[src/design/rp_pkg.sv]
// Shared bus, region and channel constants, bus address union
`default_nettype none

package rp_pkg;

  ////////////////////////////////////////////////////////////
  // System bus geometry
  ////////////////////////////////////////////////////////////

  localparam int unsigned SYS_DW       = 32;
  localparam int unsigned SYS_AW       = 32;
  // 16 regions of 1 MB each
  localparam int unsigned SYS_REGION_W = 4;
  localparam int unsigned SYS_OFFSET_W = 20;
  // Upper address bits, not decoded
  localparam int unsigned SYS_RSV_W    = SYS_AW - SYS_REGION_W - SYS_OFFSET_W;

  // Region map
  localparam logic [SYS_REGION_W-1:0] REG_ID  = 4'd0;
  localparam logic [SYS_REGION_W-1:0] REG_PDM = 4'd1;
  localparam logic [SYS_REGION_W-1:0] REG_DAC = 4'd2;
  localparam logic [SYS_REGION_W-1:0] REG_ADC = 4'd3;

  ////////////////////////////////////////////////////////////
  // Analog channels
  ////////////////////////////////////////////////////////////

  localparam int unsigned ADC_CHN = 2;
  localparam int unsigned ADC_DW  = 16;
  localparam int unsigned DAC_CHN = 2;
  localparam int unsigned DAC_DW  = 14;
  localparam int unsigned PDM_CHN = 4;
  localparam int unsigned PDM_DW  = 8;

  // Identification words in region 0
  localparam logic [SYS_DW-1:0] ID_WORD      = 32'h5270_4146;
  // Channel counts, one per byte
  localparam logic [SYS_DW-1:0] FEATURE_WORD = {8'h00, 8'(PDM_CHN), 8'(DAC_CHN), 8'(ADC_CHN)};

  // Largest positive DAC code
  localparam logic [DAC_DW-1:0] DAC_IDLE_CODE = {1'b0, {(DAC_DW-1){1'b1}}};

  // Bus address, either as raw word or split into fields
  typedef union packed {
    logic [SYS_AW-1:0] word;
    struct packed {
      logic [SYS_RSV_W-1:0]    reserved;
      logic [SYS_REGION_W-1:0] region;
      // Byte address inside the region
      logic [SYS_OFFSET_W-1:0] offset;
    } fields;
  } sys_addr_u;

endpackage

`default_nettype wire

[src/design/sys_bus_decoder.sv]
// System bus region decoder with identification words and registered acknowledge
`default_nettype none
`timescale 1ns/1ps

module sys_bus_decoder (
  input  logic                            adc_clk,
  input  logic                            top_rst,
  // Bus from master
  input  rp_pkg::sys_addr_u               sys_addr_i,
  input  logic [rp_pkg::SYS_DW-1:0]       sys_wdata_i,
  input  logic                            sys_wen_i,
  input  logic                            sys_ren_i,
  // Read words from region modules
  input  logic [rp_pkg::SYS_DW-1:0]       pdm_rdata_i,
  input  logic [rp_pkg::SYS_DW-1:0]       dac_rdata_i,
  input  logic [rp_pkg::SYS_DW-1:0]       adc_rdata_i,
  // Bus to master
  output logic [rp_pkg::SYS_DW-1:0]       sys_rdata_o,
  output logic                            sys_ack_o,
  // Shared towards region modules
  output logic [rp_pkg::SYS_OFFSET_W-1:0] offset_o,
  output logic [rp_pkg::SYS_DW-1:0]       wdata_o,
  // Per region write strobes
  output logic                            pdm_wen_o,
  output logic                            dac_wen_o
);

  import rp_pkg::*;

  logic [SYS_REGION_W-1:0] region;
  logic [SYS_OFFSET_W-1:0] offset;
  logic [SYS_DW-1:0]       id_rdata;
  logic [SYS_DW-1:0]       rd_mux;

  ////////////////////////////////////////////////////////////
  // Address split and write strobes
  ////////////////////////////////////////////////////////////

  assign region = sys_addr_i.fields.region;
  assign offset = sys_addr_i.fields.offset;

  // Offset and data go to every region
  assign offset_o = offset;
  assign wdata_o  = sys_wdata_i;

  // Only the addressed region sees the strobe
  assign pdm_wen_o = sys_wen_i && (region == REG_PDM);
  assign dac_wen_o = sys_wen_i && (region == REG_DAC);

  ////////////////////////////////////////////////////////////
  // Region 0 identification
  ////////////////////////////////////////////////////////////

  always_comb begin
    case (offset)
      SYS_OFFSET_W'(0): id_rdata = ID_WORD;
      SYS_OFFSET_W'(4): id_rdata = FEATURE_WORD;
      // Rest of region 0 is empty
      default:          id_rdata = '0;
    endcase
  end

  // Read word select by region
  always_comb begin
    case (region)
      REG_ID:  rd_mux = id_rdata;
      REG_PDM: rd_mux = pdm_rdata_i;
      REG_DAC: rd_mux = dac_rdata_i;
      REG_ADC: rd_mux = adc_rdata_i;
      // Unmapped regions
      default: rd_mux = '0;
    endcase
  end

  ////////////////////////////////////////////////////////////
  // Acknowledge and read data registers
  ////////////////////////////////////////////////////////////

  always_ff @(posedge adc_clk or posedge top_rst) begin
    if (top_rst) begin
      sys_ack_o   <= 1'b0;
      sys_rdata_o <= '0;
    end else begin
      // Every strobe is answered one cycle later
      sys_ack_o <= sys_wen_i || sys_ren_i;
      if (sys_wen_i) begin
        sys_rdata_o <= '0;
      end else if (sys_ren_i) begin
        sys_rdata_o <= rd_mux;
      end
    end
  end

endmodule

`default_nettype wire

[src/design/adc_frontend.sv]
// ADC pin capture, negative slope to two's complement conversion, sample readback
`default_nettype none
`timescale 1ns/1ps

module adc_frontend (
  input  logic                                          adc_clk,
  input  logic                                          top_rst,
  // Converter pins
  input  logic [rp_pkg::ADC_CHN-1:0][rp_pkg::ADC_DW-1:0] adc_dat_i,
  // Bus read side
  input  logic [rp_pkg::SYS_OFFSET_W-1:0]               offset_i,
  output logic [rp_pkg::SYS_DW-1:0]                     rdata_o
);

  import rp_pkg::*;

  logic [ADC_CHN-1:0][ADC_DW-1:0] adc_raw;
  logic [ADC_CHN-1:0][ADC_DW-1:0] adc_smp;
  logic [SYS_OFFSET_W-3:0]        reg_idx;

  ////////////////////////////////////////////////////////////
  // Input registers
  ////////////////////////////////////////////////////////////

  // Sample pins every cycle
  always_ff @(posedge adc_clk or posedge top_rst) begin
    if (top_rst) begin
      adc_raw <= '0;
    end else begin
      adc_raw <= adc_dat_i;
    end
  end

  // Sign bit kept, magnitude bits inverted
  always_comb begin
    for (int n = 0; n < ADC_CHN; n++) begin
      adc_smp[n] = {adc_raw[n][ADC_DW-1], ~adc_raw[n][ADC_DW-2:0]};
    end
  end

  ////////////////////////////////////////////////////////////
  // Readback
  ////////////////////////////////////////////////////////////

  // Word index within region
  assign reg_idx = offset_i[SYS_OFFSET_W-1:2];

  always_comb begin
    rdata_o = '0;
    for (int n = 0; n < ADC_CHN; n++) begin
      if (reg_idx == n) begin
        // Sign extend to bus width
        rdata_o = {{(SYS_DW-ADC_DW){adc_smp[n][ADC_DW-1]}}, adc_smp[n]};
      end
    end
  end

endmodule

`default_nettype wire

[src/design/dac_backend.sv]
// DAC value registers, output code conversion and value readback
`default_nettype none
`timescale 1ns/1ps

module dac_backend (
  input  logic                                          adc_clk,
  input  logic                                          top_rst,
  // Bus write side
  input  logic                                          wen_i,
  input  logic [rp_pkg::SYS_OFFSET_W-1:0]               offset_i,
  input  logic [rp_pkg::SYS_DW-1:0]                     wdata_i,
  // Bus read side
  output logic [rp_pkg::SYS_DW-1:0]                     rdata_o,
  // Converter code per channel
  output logic [rp_pkg::DAC_CHN-1:0][rp_pkg::DAC_DW-1:0] dac_dat_o
);

  import rp_pkg::*;

  // Signed values as written by software
  logic [DAC_CHN-1:0][DAC_DW-1:0] dac_val;
  logic [SYS_OFFSET_W-3:0]        reg_idx;

  assign reg_idx = offset_i[SYS_OFFSET_W-1:2];

  ////////////////////////////////////////////////////////////
  // Value registers
  ////////////////////////////////////////////////////////////

  always_ff @(posedge adc_clk or posedge top_rst) begin
    if (top_rst) begin
      dac_val <= '0;
    end else if (wen_i) begin
      for (int n = 0; n < DAC_CHN; n++) begin
        // Low bits only, upper write data ignored
        if (reg_idx == n) begin
          dac_val[n] <= wdata_i[DAC_DW-1:0];
        end
      end
    end
  end

  // Output code, one cycle behind the value
  always_ff @(posedge adc_clk or posedge top_rst) begin
    if (top_rst) begin
      dac_dat_o <= {DAC_CHN{DAC_IDLE_CODE}};
    end else begin
      for (int n = 0; n < DAC_CHN; n++) begin
        // Negative slope code, sign kept
        dac_dat_o[n] <= {dac_val[n][DAC_DW-1], ~dac_val[n][DAC_DW-2:0]};
      end
    end
  end

  ////////////////////////////////////////////////////////////
  // Readback
  ////////////////////////////////////////////////////////////

  always_comb begin
    rdata_o = '0;
    for (int n = 0; n < DAC_CHN; n++) begin
      if (reg_idx == n) begin
        rdata_o = {{(SYS_DW-DAC_DW){dac_val[n][DAC_DW-1]}}, dac_val[n]};
      end
    end
  end

endmodule

`default_nettype wire

[src/design/pdm_dac.sv]
// PDM configuration registers and first-order pulse density modulators
`default_nettype none
`timescale 1ns/1ps

module pdm_dac (
  input  logic                            adc_clk,
  input  logic                            top_rst,
  // Bus write side
  input  logic                            wen_i,
  input  logic [rp_pkg::SYS_OFFSET_W-1:0] offset_i,
  input  logic [rp_pkg::SYS_DW-1:0]       wdata_i,
  // Bus read side
  output logic [rp_pkg::SYS_DW-1:0]       rdata_o,
  // One bit outputs to RC filters
  output logic [rp_pkg::PDM_CHN-1:0]      dac_pwm_o
);

  import rp_pkg::*;

  logic [PDM_CHN-1:0][PDM_DW-1:0] pdm_cfg;
  logic [PDM_CHN-1:0][PDM_DW-1:0] pdm_acc;
  // Accumulator sum with carry on top
  logic [PDM_CHN-1:0][PDM_DW:0]   pdm_sum;
  logic [SYS_OFFSET_W-3:0]        reg_idx;

  assign reg_idx = offset_i[SYS_OFFSET_W-1:2];

  ////////////////////////////////////////////////////////////
  // Configuration registers
  ////////////////////////////////////////////////////////////

  always_ff @(posedge adc_clk or posedge top_rst) begin
    if (top_rst) begin
      pdm_cfg <= '0;
    end else if (wen_i) begin
      for (int n = 0; n < PDM_CHN; n++) begin
        if (reg_idx == n) begin
          pdm_cfg[n] <= wdata_i[PDM_DW-1:0];
        end
      end
    end
  end

  // Zero extended readback
  always_comb begin
    rdata_o = '0;
    for (int n = 0; n < PDM_CHN; n++) begin
      if (reg_idx == n) begin
        rdata_o = {{(SYS_DW-PDM_DW){1'b0}}, pdm_cfg[n]};
      end
    end
  end

  ////////////////////////////////////////////////////////////
  // Modulators
  ////////////////////////////////////////////////////////////

  always_comb begin
    for (int n = 0; n < PDM_CHN; n++) begin
      pdm_sum[n] = {1'b0, pdm_acc[n]} + {1'b0, pdm_cfg[n]};
    end
  end

  // Carry out gives v pulses per 256 cycles
  always_ff @(posedge adc_clk or posedge top_rst) begin
    if (top_rst) begin
      pdm_acc   <= '0;
      dac_pwm_o <= '0;
    end else begin
      for (int n = 0; n < PDM_CHN; n++) begin
        pdm_acc[n]   <= pdm_sum[n][PDM_DW-1:0];
        dac_pwm_o[n] <= pdm_sum[n][PDM_DW];
      end
    end
  end

endmodule

`default_nettype wire

[src/design/rp_top.sv]
// Analog front end top level with bus decoder, ADC, DAC and PDM instances
`default_nettype none
`timescale 1ns/1ps

module rp_top (
  input  logic                                          adc_clk,
  input  logic                                          top_rst,
  // ADC
  input  logic [rp_pkg::ADC_CHN-1:0][rp_pkg::ADC_DW-1:0] adc_dat_i,
  output logic                                          adc_cdcs_o,
  // System bus
  input  rp_pkg::sys_addr_u                             sys_addr_i,
  input  logic [rp_pkg::SYS_DW-1:0]                     sys_wdata_i,
  input  logic                                          sys_wen_i,
  input  logic                                          sys_ren_i,
  output logic [rp_pkg::SYS_DW-1:0]                     sys_rdata_o,
  output logic                                          sys_ack_o,
  // DAC, one port per channel
  output logic [rp_pkg::DAC_CHN-1:0][rp_pkg::DAC_DW-1:0] dac_dat_o,
  // PDM
  output logic [rp_pkg::PDM_CHN-1:0]                    dac_pwm_o
);

  import rp_pkg::*;

  logic [SYS_OFFSET_W-1:0] bus_offset;
  logic [SYS_DW-1:0]       bus_wdata;
  logic                    pdm_wen;
  logic                    dac_wen;
  logic [SYS_DW-1:0]       pdm_rdata;
  logic [SYS_DW-1:0]       dac_rdata;
  logic [SYS_DW-1:0]       adc_rdata;

  // Duty cycle stabilizer enabled
  assign adc_cdcs_o = 1'b1;

  ////////////////////////////////////////////////////////////
  // Bus decoder and identification
  ////////////////////////////////////////////////////////////

  sys_bus_decoder u_sys_bus_decoder (
    .adc_clk     (adc_clk),
    .top_rst     (top_rst),
    .sys_addr_i  (sys_addr_i),
    .sys_wdata_i (sys_wdata_i),
    .sys_wen_i   (sys_wen_i),
    .sys_ren_i   (sys_ren_i),
    .pdm_rdata_i (pdm_rdata),
    .dac_rdata_i (dac_rdata),
    .adc_rdata_i (adc_rdata),
    .sys_rdata_o (sys_rdata_o),
    .sys_ack_o   (sys_ack_o),
    .offset_o    (bus_offset),
    .wdata_o     (bus_wdata),
    .pdm_wen_o   (pdm_wen),
    .dac_wen_o   (dac_wen)
  );

  // ADC IO, read only region
  adc_frontend u_adc_frontend (
    .adc_clk   (adc_clk),
    .top_rst   (top_rst),
    .adc_dat_i (adc_dat_i),
    .offset_i  (bus_offset),
    .rdata_o   (adc_rdata)
  );

  // DAC IO
  dac_backend u_dac_backend (
    .adc_clk   (adc_clk),
    .top_rst   (top_rst),
    .wen_i     (dac_wen),
    .offset_i  (bus_offset),
    .wdata_i   (bus_wdata),
    .rdata_o   (dac_rdata),
    .dac_dat_o (dac_dat_o)
  );

  // PDM with its register set
  pdm_dac u_pdm_dac (
    .adc_clk   (adc_clk),
    .top_rst   (top_rst),
    .wen_i     (pdm_wen),
    .offset_i  (bus_offset),
    .wdata_i   (bus_wdata),
    .rdata_o   (pdm_rdata),
    .dac_pwm_o (dac_pwm_o)
  );

endmodule

`default_nettype wire

[config.mk]
export PLATFORM = sky130hd
export DESIGN_NAME = rp_top
export DESIGN_NICKNAME = d
export VERILOG_FILES = /design/src/design/rp_pkg.sv /design/src/design/sys_bus_decoder.sv /design/src/design/adc_frontend.sv /design/src/design/dac_backend.sv /design/src/design/pdm_dac.sv /design/src/design/rp_top.sv
export SDC_FILE = /design/constraint.sdc
export NUM_CORES = 1
export LEC_CHECK = 0
export BUFFER_PORTS_ARGS = -buffer_cell sky130_fd_sc_hd__buf_2
export CORE_ASPECT_RATIO = 0.8
export CORE_MARGIN = 3
export CORE_UTILIZATION = 40
export CTS_BUF_LIST = sky130_fd_sc_hd__clkbuf_8
export CTS_CLUSTER_SIZE = 16
export DETAILED_ROUTE_END_ITERATION = 12
export GPL_ROUTABILITY_DRIVEN = 0
export HOLD_SLACK_MARGIN = 0.1
export PLACE_DENSITY_LB_ADDON = 0.15
export SLEW_MARGIN = 20
export SYNTH_ARGS = -nofsm -noshare
export SYNTH_HDL_FRONTEND = slang
export SYNTH_SLANG_ARGS = --single-unit
[constraint.sdc]
create_clock -name adc_clk -period 8.3 [get_ports adc_clk]
set_clock_uncertainty 0.05 [all_clocks]
set_input_delay 2.075 -clock adc_clk [delete_from_list [all_inputs] [get_ports adc_clk]]
set_output_delay 2.075 -clock adc_clk [all_outputs]
set_load 0.005 [all_outputs]
=== Word level (Yosys, flattened, before mapping) ===
Cells that the tools add are included.

* Add/sub/neg operators: 4
* $mul: 0
* Divide/modulo/power cells: 0
* $lt $le $gt $ge: 0
* Equality and inequality tests: 7
* Shifts and indexed selects: 0
* Mux-type cells: 12
* Bitwise gates (word level): 4
* Reductions and logical operators: 13

{| class="wikitable"
|+ Operators by type and width
! cell !! count
|-
| $mux 32 || 6
|-
| $pmux 32 s4 || 1
|-
| $pmux 31 s2 || 1
|-
| $add 8x8->9 || 4
|-
| $eq 18x2->1 const B || 2
|-
| $mux 8 || 4
|-
| $not 15->15 || 2
|-
| $not 13->13 || 2
|-
| $eq 20x3->1 const B || 1
|-
| $logic_not 20->1 || 1
|-
| $eq 18x1->1 const B || 1
|-
| $logic_not 18->1 || 1
|-
| $reduce_and 2->1 || 6
|-
| $eq 4x2->1 const B || 2
|-
| $eq 4x1->1 const B || 1
|-
| $logic_not 4->1 || 1
|-
| $logic_and 1x1->1 || 2
|-
| $reduce_bool 2->1 || 1
|-
| $logic_or 1x1->1 || 1
|}

* Register bits after elaboration: 189
* Latch bits: 0
* Memory bits (writable): 0
* Memory bits (read-only): 0
* Bits of input ports: 100
* Output and inout port bits: 66
* Word-level logic and storage cells: 57
* Memories: 0

=== Logic depth before layout (Yosys ltp) ===
Gate-level depths: netlist of run 1.

* Word-level depth: 8
* Depth in mapped cells: 8
* Depth with buffers taken out: 8

=== Hierarchy ===
From an unflattened synthesis of run 1, not the netlist that was laid out.

* Cell total of the unflattened synthesis: 835
* Area, all modules: 9992.1 sq um

{| class="wikitable"
|+ Modules (own cells, without submodules)
! module !! times used !! cells an instance !! area each (sq um) !! seq. area each (sq um)
|-
| pdm_dac || 1 || 310 || 3826.2 || 1701.6
|-
| sys_bus_decoder || 1 || 255 || 2373.5 || 825.8
|-
| dac_backend || 1 || 175 || 2361.0 || 1433.9
|-
| adc_frontend || 1 || 93 || 1420.1 || 800.8
|-
| rp_top || 1 || 2 || 11.3 || 0.0
|}

=== Worst setup path after synthesis of run 1 ===
OpenSTA, ideal clock, no wires.

* Path type: input port to flip-flop
* Start: in sys_addr_i[14] (netlist bit)
* End: reg u_dac_backend.dac_val[0] (netlist bit)
* Library setup time: 0.125 ns
* Arrival time: 3.749 ns
* Required time: 8.125 ns
* Slack: 4.376 ns
* Cell stages on the path: 7
* Buffers on the path: 2
* Cell sequence: nor4_2 -> nand4_4 -> nor3_4 -> and3_1 -> buf_4 -> buf_12 -> mux2_4

* Cells in the longest elaborated chain, start to end: 2

{| class="wikitable"
|+ Ends and longest elaborated chain
! element !! RTL line !! source
|-
| start, declared || rp_top.sv:12 || <nowiki>input rp_pkg::sys_addr_u sys_addr_i,</nowiki>
|-
| $logic_not 18->1 || dac_backend.sv:36 || <nowiki>if (reg_idx == n) begin</nowiki>
|-
| $reduce_and 2->1 (no source line) || - ||
|-
| end signal, assigned by index || dac_backend.sv:37 || <nowiki>dac_val[n] <= wdata_i[DAC_DW-1:0];</nowiki>
|-
| end, declared || dac_backend.sv:21 || <nowiki>logic [DAC_CHN-1:0][DAC_DW-1:0] dac_val;</nowiki>
|}

Every way passes these cells.
A chain may end at the register's enable or synchronous reset.

=== Worst setup path in the final report of run 1 ===
* Start: in sys_addr_i[13] (netlist bit)
* End: reg u_dac_backend.dac_val[11] (netlist bit)

Same word-level chain as after synthesis.

==> results_dict.tcl, run 1 <==
set metrics [dict create \
    grt_pass1_wl_um 28000 \
    holdBufCountCts 0 \
    diodes 0 \
    grt.busiest_layer "met2" \
    fmax_ghz 0.222 \
    synthFlopType "dfrtp_1" \
    synth_top_area_share 0.477 \
    drc 0 \
    min_path_type "register to register" \
    drt-vias-per-instance 4.93 \
    cts.repair.resized 0 \
    end_kind "register" \
    post_cts_buffers 0 \
    met3_usage 0.0444 \
    power_switching_mw 0.432 \
    status "complete, no violations" \
    ios 166 \
    min_period_over_period 0.543 \
    overflow 0 \
    drt-initial-drc-count 225 \
    drive_above_1_share 0.355 \
    synthCells 633 \
    ys_seq_elements 175 \
    yosys-top-cells-area "dfrtp_1 (48%), dfstp_2 (8.7%), mux2_2 (6.8%)" \
    initial_core_util 0.409 \
    wire_per_inst_um 17.2 \
    worstSetupPathType "primary input to register" \
    htreeDepth 4 \
    met1_usage 0.243 \
    synth.distinct_cells 55 \
    fin_crit_ps 4510 \
    drt_pass1_iterations 5 \
    post-place-ws_ps 3260 \
    swShare 0.270 \
    vias 5075 \
    p_int_mw 1.17 \
    synth-edff-count 0 \
    synth.largest_area_cell "dfrtp_1" \
    grt_start_max_net_pins 101 \
    syn_area_per_cell_um2 12.3 \
    clkPwrFrac 0.388 \
    antenna_found_initial 0 \
    die-area_mm2 0.0212 \
    yosysWarnings 0 \
    cp-start-kind "primary input" \
    maxCapViolations 0 \
    routed_wl_um 17700 \
    setup_ws_ps 3790 \
    fp-row-count 45 \
    syn_nets 769 \
    area_delta_synth_final_pct 16.0 \
    rsz0062_at_grt "no" \
    combPwrFrac 0.064 \
    setup_tns_ps 0 \
    place.detailed.hpwl_um 12800 \
    grt.total_usage 0.172 \
    seq_power_share 0.548 \
    die_w_um 162 \
    ant_nets 0 \
    slew_violations 0 \
    gr-usage-met2 0.262 \
    ys_seq_area_frac 0.565 \
    arrival_ps 4840 \
    setup_viol 0 \
    tightest_slew_ps 1080 \
    tritoncts "built" \
    relSlewSlack 0.280 \
    grt_pass1_vias 5268 \
    synthesis.area_mm2 0.00781 \
    clk_latency_ps 480 \
    coreArea_mm2 0.0191 \
    cts_root_buffer "clkbuf_8" \
    clk_pin_slew_worst_paths_ps 110 \
    finalNetCount 895 \
    peakVddDrop_mv 0.0933 \
    port_buffers 138 \
    die_h_um 131 \
    path_max_fanout 19 \
    p_per_area_mw_per_mm2 177 \
    synthArstFlopShare 1.00 \
    cts.sinks 175 \
    worstPathRequired_ps 8630 \
    p_leak_nw 4.42 \
    finalHoldViolCount 0 \
    cts_buffers 17 \
    cts_buffer_depth 2 \
]
## layer usage
layer,wire [um],share of wire
met5,0,0
met3,1010,0.057
met1,8520,0.48
met4,166,0.0094
met2,7970,0.45
## power groups by stage
stage / logic [mW] / registers (mW) / clock network, mW
5_1_grt: 0.116 / 0.879 / 0.672
2_1_floorplan: 0.0639 / 0.892 / 0
4_1_cts: 0.104 / 0.878 / 0.638
6_report: 0.102 / 0.877 / 0.622
3_3_place_gp: 0.100 / 0.893 / 0
3_5_place_dp: 0.104 / 0.894 / 0
## flip-flops by register name (all words and copies together) (netlist names)
signal                         count
u_pdm_dac.pdm_cfg                 32
u_pdm_dac.dac_pwm_o                4
u_adc_frontend.adc_raw            32
u_sys_bus_decoder.sys_rdata_o     18
u_sys_bus_decoder.sys_ack_o        1
u_pdm_dac.pdm_acc                 32
u_dac_backend.dac_dat_o           28
u_dac_backend.dac_val             28
## cells in the mapped netlist (all sizes together), types with 2 or more instances
master,count
nor4,17
nor4b,2
and3,2
mux2i,12
mux4,5
fa,4
o31ai,3
ha,32
xor2,8
inv,58
nor2,42
nand3,3
nand2,37
dfrtp,149
nor3,3
a21oi,24
a31oi,3
dfstp,26
o21a,8
a211oi,4
xnor2,8
or4,2
mux2,59
o221ai,4
a21boi,7
buf,25
a22oi,7
o211ai,7
o21ai,45
nor2b,6
clkbuf,8
## cell usage in the layout (no fill, tap or decap), types with 6 or more instances in the layout
master,netlist,layout
ha_1,32,32
a21oi_1,24,24
o21ai_0,45,45
nand2_1,37,37
o211ai_1,7,7
xor2_1,8,8
mux2i_1,12,12
a22oi_1,7,7
dfrtp_1,149,149
mux2_2,47,47
nor4_1,9,9
mux2_4,10,10
buf_2,4,138
xnor2_1,8,8
nor2b_1,6,6
clkbuf_8,0,17
inv_1,58,57
a21boi_0,7,7
nor2_1,42,42
dfstp_2,26,26
o21a_1,8,8
## final timing paths
check                                                      start                                     to  slack, ps  cells past startpoint
setup / recovery                                  sys_addr_i[13]  u_dac_backend.dac_val[11]$_DFFE_PP0P_       3790                      6
setup reg to reg                u_pdm_dac.pdm_cfg[0]$_DFFE_PP0P_       u_pdm_dac.dac_pwm_o[0]$_DFF_PP0_       5990                      8
hold reg to reg            u_dac_backend.dac_val[26]$_DFFE_PP0P_  u_dac_backend.dac_dat_o[26]$_DFF_PP1_        360                      1
hold / removal             u_dac_backend.dac_val[26]$_DFFE_PP0P_  u_dac_backend.dac_dat_o[26]$_DFF_PP1_        360                      1
max in group asynchronous                                top_rst       u_pdm_dac.pdm_cfg[6]$_DFFE_PP0P_       5020                      3
min in group asynchronous                                top_rst   u_dac_backend.dac_val[8]$_DFFE_PP0P_       1690                      2
## per-stage QoR
step                 util  cells  hold slack (ps)  power [mW]  area [um^2]
floorplan               -    633              316       0.956         7810
global placement    0.452    998              339       0.993         8630
detailed placement  0.452    998              338       0.998         8630
CTS                 0.475   1030              358        1.62         9060
global route        0.475   1030              385        1.67         9060
finish              0.475   1030              355        1.60         9060
## layout make-up
type                       instances  area (um^2)
fill                            1733        10000
sequential                       175         4410
multi-input combinational        367         2960
timing repair buffer             140          706
tap                              258          323
clock buffer                      17          234
inverter                          58          223
clock inverter                    15          198
## logic make-up (layout without fill, tap and decap cells)
logic type               after synthesis  in the layout  synth area share
flip-flops                           175            175             0.565
AO/OA/AOI/OAI                        119            119            0.0939
AND/OR/NAND/NOR                      119            119            0.0860
buffers and inverters                 91            230            0.0556
multiplexers                          76             76             0.120
adder cells (fa/ha/maj)               36             36            0.0615
XOR/XNOR                              16             16            0.0179
other                                  1              1          0.000480
## critical path: stages
cell     delay [ps]
buf_2           110
nor4_2          400
nand4_4         390
nor3_4          470
and3_1          960
mux2_2          420
No activity file was read; power rests on OpenSTA's default activity.
==> inputs of run 2 (changes only) <==
==> constraint.sdc (replaced) <==
create_clock -name adc_clk -period 4.3 [get_ports adc_clk]
set_clock_uncertainty 0.05 [all_clocks]
set_input_delay 1.075 -clock adc_clk [delete_from_list [all_inputs] [get_ports adc_clk]]
set_output_delay 1.075 -clock adc_clk [all_outputs]
set_load 0.005 [all_outputs]
==> run 2 against run 1 <==
  * First-iteration DRC count grew 12%
  * Highest routed layer unchanged
  * Critical path type unchanged
  * Combinational power increased by 96%
  * Via count increased by 1.4%
  * Register-to-register slack worse by 4000 ps
  * Final area rose by 0.81%
  * Sequential share of layout area down 0.39 points
  * Sequential power grew 93%
  * Count of clock-buffer cells in the layout stayed put
==> results_dict.tcl, run 2 (synthesis gave the netlist of run 1 again) <==
set metrics [dict create \
    status "complete, no violations" \
    cp-start-kind "primary input" \
    hold_slack_ps 346 \
    cp.depth 6 \
    post_cts_buffers 0 \
    vias 5144 \
    rsz0062_at_grt "no" \
    post-place-ws_ps 861 \
    cts_buffer_depth 2 \
    clk_latency_ps 480 \
    area_delta_synth_final_pct 16.9 \
    grt_start_max_net_pins 176 \
    path_buf_inv 3 \
    worstSetupPathType "primary input to register" \
    r2r_end "u_pdm_dac.dac_pwm_o[0]$_DFF_PP0_" \
    ios 166 \
    hp-start "u_dac_backend.dac_val[12]$_DFFE_PP0P_" \
    min_path_type "register to register" \
    postLayoutCellArea_mm2 0.00913 \
    finalNonFillerCells 1037 \
    routed_wl_um 17600 \
    setup_tns_ps 0 \
    crit_path_top_delay_cell "and3_1" \
    fmax_ghz 0.339 \
    peakVddDrop_mv 0.162 \
    coreArea_mm2 0.0191 \
    ant_nets 0 \
    clk_pin_slew_worst_paths_ps 110 \
    maxCapViolations 0 \
    critPathMaxStageDelay_ps 480 \
    reg2reg_depth 8 \
    fin_crit_ps 2950 \
    end_kind "register" \
    place.detailed.hpwl_um 12800 \
    rrSetupSlack_ps 2040 \
    port_buffers 138 \
    min_period_over_period 0.687 \
    p_per_area_mw_per_mm2 342 \
    grt.total_usage 0.170 \
    p_leak_nw 4.47 \
    arrival_ps 3280 \
    dp_cells 1005 \
    setup_viol 0 \
    path_max_fanout 13 \
    seqCellArea_mm2 0.00441 \
    cts_root_buffer "clkbuf_8" \
    slew_violations 0 \
    worstPathRequired_ps 4630 \
    cts_buffers 17 \
    regToRegStartpoint "u_pdm_dac.pdm_cfg[0]$_DFFE_PP0P_" \
    path_delay_family "buffers and inverters" \
    antenna_found_initial 0 \
    grt_pass1_vias 5202 \
    diodes 0 \
    drt_pass1_iterations 4 \
    finalHoldViolCount 0 \
    grt_pass1_wl_um 27800 \
    die_h_um 131 \
    drt-vias-per-instance 4.96 \
    multi_input_area_mm2 0.00296 \
    drt-initial-drc-count 253 \
    min_to "u_dac_backend.dac_dat_o[12]$_DFF_PP1_" \
    initial_core_util 0.409 \
    setup_ws_ps 1350 \
    final_common_cell "dfrtp_1" \
    tritoncts "built" \
    cts.repair.resized 0 \
    drive_above_1_share 0.361 \
    top_regs "u_adc_frontend.adc_raw (32), u_pdm_dac.pdm_acc (32), u_pdm_dac.pdm_cfg (32)" \
    n_fill_cell 1729 \
    tightest_slew_ps 1020 \
    finalNetCount 902 \
    most-common-layout-cells "dfrtp_1 (149), buf_2 (138), inv_1 (57), mux2_2 (47), o21ai_0 (45)" \
    htreeDepth 4 \
    drc 0 \
    wire_per_inst_um 17.0 \
    die-area_mm2 0.0212 \
    place_area_mm2 0.00869 \
    die_w_um 162 \
    cts.sinks 175 \
    relSlewSlack 0.317 \
    fp-row-count 45 \
    hold_depth 1 \
    holdBufCountCts 0 \
    overflow 0 \
    crit_path_cell_trace "buf_2 > inv_1 > nor3_2 > and3_1 > buf_4 > mux2_2" \
]
==> run 2: changes by cell type in the layout (fill, tap and decap cells not counted), sizes merged <==
cell | previous run | this run
clkinv | 6 | 5
inv | 64 | 66
buf | 140 | 147
clkinvlp | 2 | 1
==> run 2: worst max path at each step <==
stage,from,to,slack (ps)
after floorplan,top_rst,u_adc_frontend.adc_raw[0]$_DFF_PP0_,960
after global placement,sys_addr_i[2],u_dac_backend.dac_val[25]$_DFFE_PP0P_,900
after detailed placement,sys_addr_i[2],u_dac_backend.dac_val[23]$_DFFE_PP0P_,860
after CTS,sys_addr_i[2],u_dac_backend.dac_val[15]$_DFFE_PP0P_,1380
after global routing,sys_addr_i[2],u_dac_backend.dac_val[15]$_DFFE_PP0P_,1240
final,sys_addr_i[2],u_dac_backend.dac_val[26]$_DFFE_PP0P_,1350
==> run 2: area by class of cell <==
cell class                 instances  share of cell area
inverter                          58              0.0242
clock buffer                      17              0.0256
tap                              258              0.0353
sequential                       175               0.483
timing repair buffer             147              0.0844
multi-input combinational        367               0.325
clock inverter                    15              0.0227
==> run 2: per-layer routing <==
layer / global-route usage / up-vias / routed length, um
met4: 0.0597 / 0 / 261
met3: 0.0372 / 21 / 842
met5: 0 / - / 0
met2: 0.259 / 131 / 7980
met1: 0.243 / 2541 / 8500
li1: - / 2451 / -
==> run 2: report_power, final <==
group | total [mW] | internal [mW] | switching [mW]
logic | 0.200 | 0.0770 | 0.123
registers | 1.69 | 1.68 | 0.0126
clock network | 1.23 | 0.513 | 0.715
==> run 2: stage by stage <==
step / power, mW / utilization
3_5_place_dp: 1.93 / 0.455
4_1_cts: 3.17 / 0.478
5_1_grt: 3.26 / 0.478
3_3_place_gp: 1.92 / 0.455
6_report: 3.12 / 0.478
2_1_floorplan: 1.85 / -
==> inputs of run 3 (changes only) <==
==> constraint.sdc (replaced) <==
create_clock -name adc_clk -period 2.85 [get_ports adc_clk]
set_clock_uncertainty 0.05 [all_clocks]
set_input_delay 0.7125 -clock adc_clk [delete_from_list [all_inputs] [get_ports adc_clk]]
set_output_delay 0.7125 -clock adc_clk [all_outputs]
set_load 0.005 [all_outputs]
==> run 3 against run 2 <==
  * Worst setup slack got worse by 710 ps
  * Sequential share of layout area is 0.52 points lower
  * Non-clock buffer count grew 13
  * Via count up 2.5%
  * Wire length increased by 1.2%
  * Critical path depth up 2
  * Count of clock-buffer cells in the layout is the same
  * Register-to-register slack worse by 1400 ps
  * Final area grew 1.1%
  * Die area did not move
  * Combinational power is 53% higher
  * Final cell count is 1.3% higher
  * Largest power group unchanged
==> results_dict.tcl, run 3 (synthesis gave the netlist of run 1 again) <==
set metrics [dict create \
    fin_crit_ps 2210 \
    postLayoutCellArea_mm2 0.00923 \
    tightest_slew_ps 811 \
    most-common-layout-cells "dfrtp_1 (149), buf_2 (138), inv_1 (57), mux2_2 (47), o21ai_0 (45)" \
    final_common_cell "dfrtp_1" \
    min_path_type "primary input to register" \
    drt-initial-drc-count 237 \
    coreArea_mm2 0.0191 \
    tritoncts "built" \
    clk_latency_ps 470 \
    min_period_over_period 0.776 \
    slew_violations 0 \
    area_delta_synth_final_pct 18.2 \
    p_leak_nw 4.53 \
    grt_pass1_vias 5162 \
    status "complete, no violations" \
    drt_pass1_iterations 5 \
    diodes 0 \
    cts.repair.resized 0 \
    holdBufCountCts 0 \
    p_per_area_mw_per_mm2 504 \
    peakVddDrop_mv 0.283 \
    finalHoldViolCount 0 \
    htreeDepth 4 \
    cts_root_buffer "clkbuf_8" \
    port_buffers 138 \
    cts.sinks 175 \
    drc 0 \
    hold_depth 1 \
    p_int_mw 3.35 \
    worstPathRequired_ps 3160 \
    setup_viol 0 \
    worstSetupPathType "register to register" \
    path_max_fanout 3 \
    die-area_mm2 0.0212 \
    top_regs "u_adc_frontend.adc_raw (32), u_pdm_dac.pdm_acc (32), u_pdm_dac.pdm_cfg (32)" \
    seq_power_share 0.549 \
    fp-row-count 45 \
    maxCapViolations 0 \
    wire_per_inst_um 17.0 \
    antenna_found_initial 0 \
    reg2reg_depth 8 \
    die_h_um 131 \
    ios 166 \
    setup_tns_ps 0 \
    grt_start_max_net_pins 145 \
    cts_buffer_depth 2 \
    drive_above_1_share 0.371 \
    power_switching_mw 1.30 \
    post_cts_buffers 0 \
    routed_wl_um 17800 \
    swShare 0.280 \
    initial_core_util 0.409 \
    clkPwrFrac 0.385 \
    relSlewSlack 0.460 \
    fmax_ghz 0.452 \
    cp-start-kind "register" \
    rsz0062_at_grt "no" \
    place.detailed.hpwl_um 13100 \
    place_area_mm2 0.00879 \
    ant_nets 0 \
    finalNetCount 915 \
    arrival_ps 2520 \
    end_kind "register" \
    combPwrFrac 0.066 \
    die_w_um 162 \
    drt-vias-per-instance 5.02 \
    cts_buffers 17 \
    grt_pass1_wl_um 27900 \
    grt.total_usage 0.171 \
    clk_pin_slew_worst_paths_ps 120 \
    post-route-util 0.484 \
    vias 5272 \
    overflow 0 \
]
## run 3: final timing paths
path | start | end | slack [ps]
max | u_pdm_dac.pdm_cfg[0]$_DFFE_PP0P_ | u_pdm_dac.dac_pwm_o[0]$_DFF_PP0_ | 640
max reg2reg | u_pdm_dac.pdm_cfg[0]$_DFFE_PP0P_ | u_pdm_dac.dac_pwm_o[0]$_DFF_PP0_ | 640
max in group asynchronous | top_rst | u_pdm_dac.pdm_cfg[7]$_DFFE_PP0P_ | 1740
min | adc_dat_i[10] | u_adc_frontend.adc_raw[10]$_DFF_PP0_ | 280
min reg2reg | u_dac_backend.dac_val[15]$_DFFE_PP0P_ | u_dac_backend.dac_dat_o[15]$_DFF_PP1_ | 350
min in group asynchronous | top_rst | u_adc_frontend.adc_raw[22]$_DFF_PP0_ | 320
## run 3: stage by stage
stage / hold slack, ps / cells / setup WS (ps) / total power, mW
floorplan: 316 / 633 / -130 / 2.78
global placement: 333 / 1018 / 216 / 2.90
detailed placement: 334 / 1018 / 183 / 2.91
CTS: 247 / 1050 / 570 / 4.72
global route: 246 / 1050 / 387 / 4.85
finish: 279 / 1050 / 637 / 4.65
## run 3: area by class of cell
type / instances / area (um^2)
timing repair buffer: 160 / 868
clock inverter: 15 / 209
clock buffer: 17 / 234
tap: 258 / 323
fill: 1702 / 9860
sequential: 175 / 4410
inverter: 58 / 221
multi-input combinational: 367 / 2960
## run 3: layer usage
metal / up-vias / track usage / part of all wire
met2: 159 / 0.257 / 0.45
li1: 2482 / - / -
met4: 0 / 0.0612 / 0.016
met5: - / 0 / 0
met1: 2611 / 0.247 / 0.48
met3: 20 / 0.0366 / 0.048
## run 3: power by group through the flow
stage | clock network (mW) | registers [mW] | logic, mW
after floorplan | 0 | 2.60 | 0.187
after CTS | 1.85 | 2.56 | 0.312
final | 1.79 | 2.56 | 0.306
after global placement | 0 | 2.60 | 0.299
after detailed placement | 0 | 2.60 | 0.311
after global routing | 1.95 | 2.56 | 0.345
## run 3: worst max-delay path, cell delays in order, from the launching register on
cell and delay, ps:
dfrtp_1 390, ha_1 190, inv_1 60, fa_1 460
nor2b_1 120, o21ai_0 100, a21boi_0 350, o31ai_1 140
a21oi_1 240
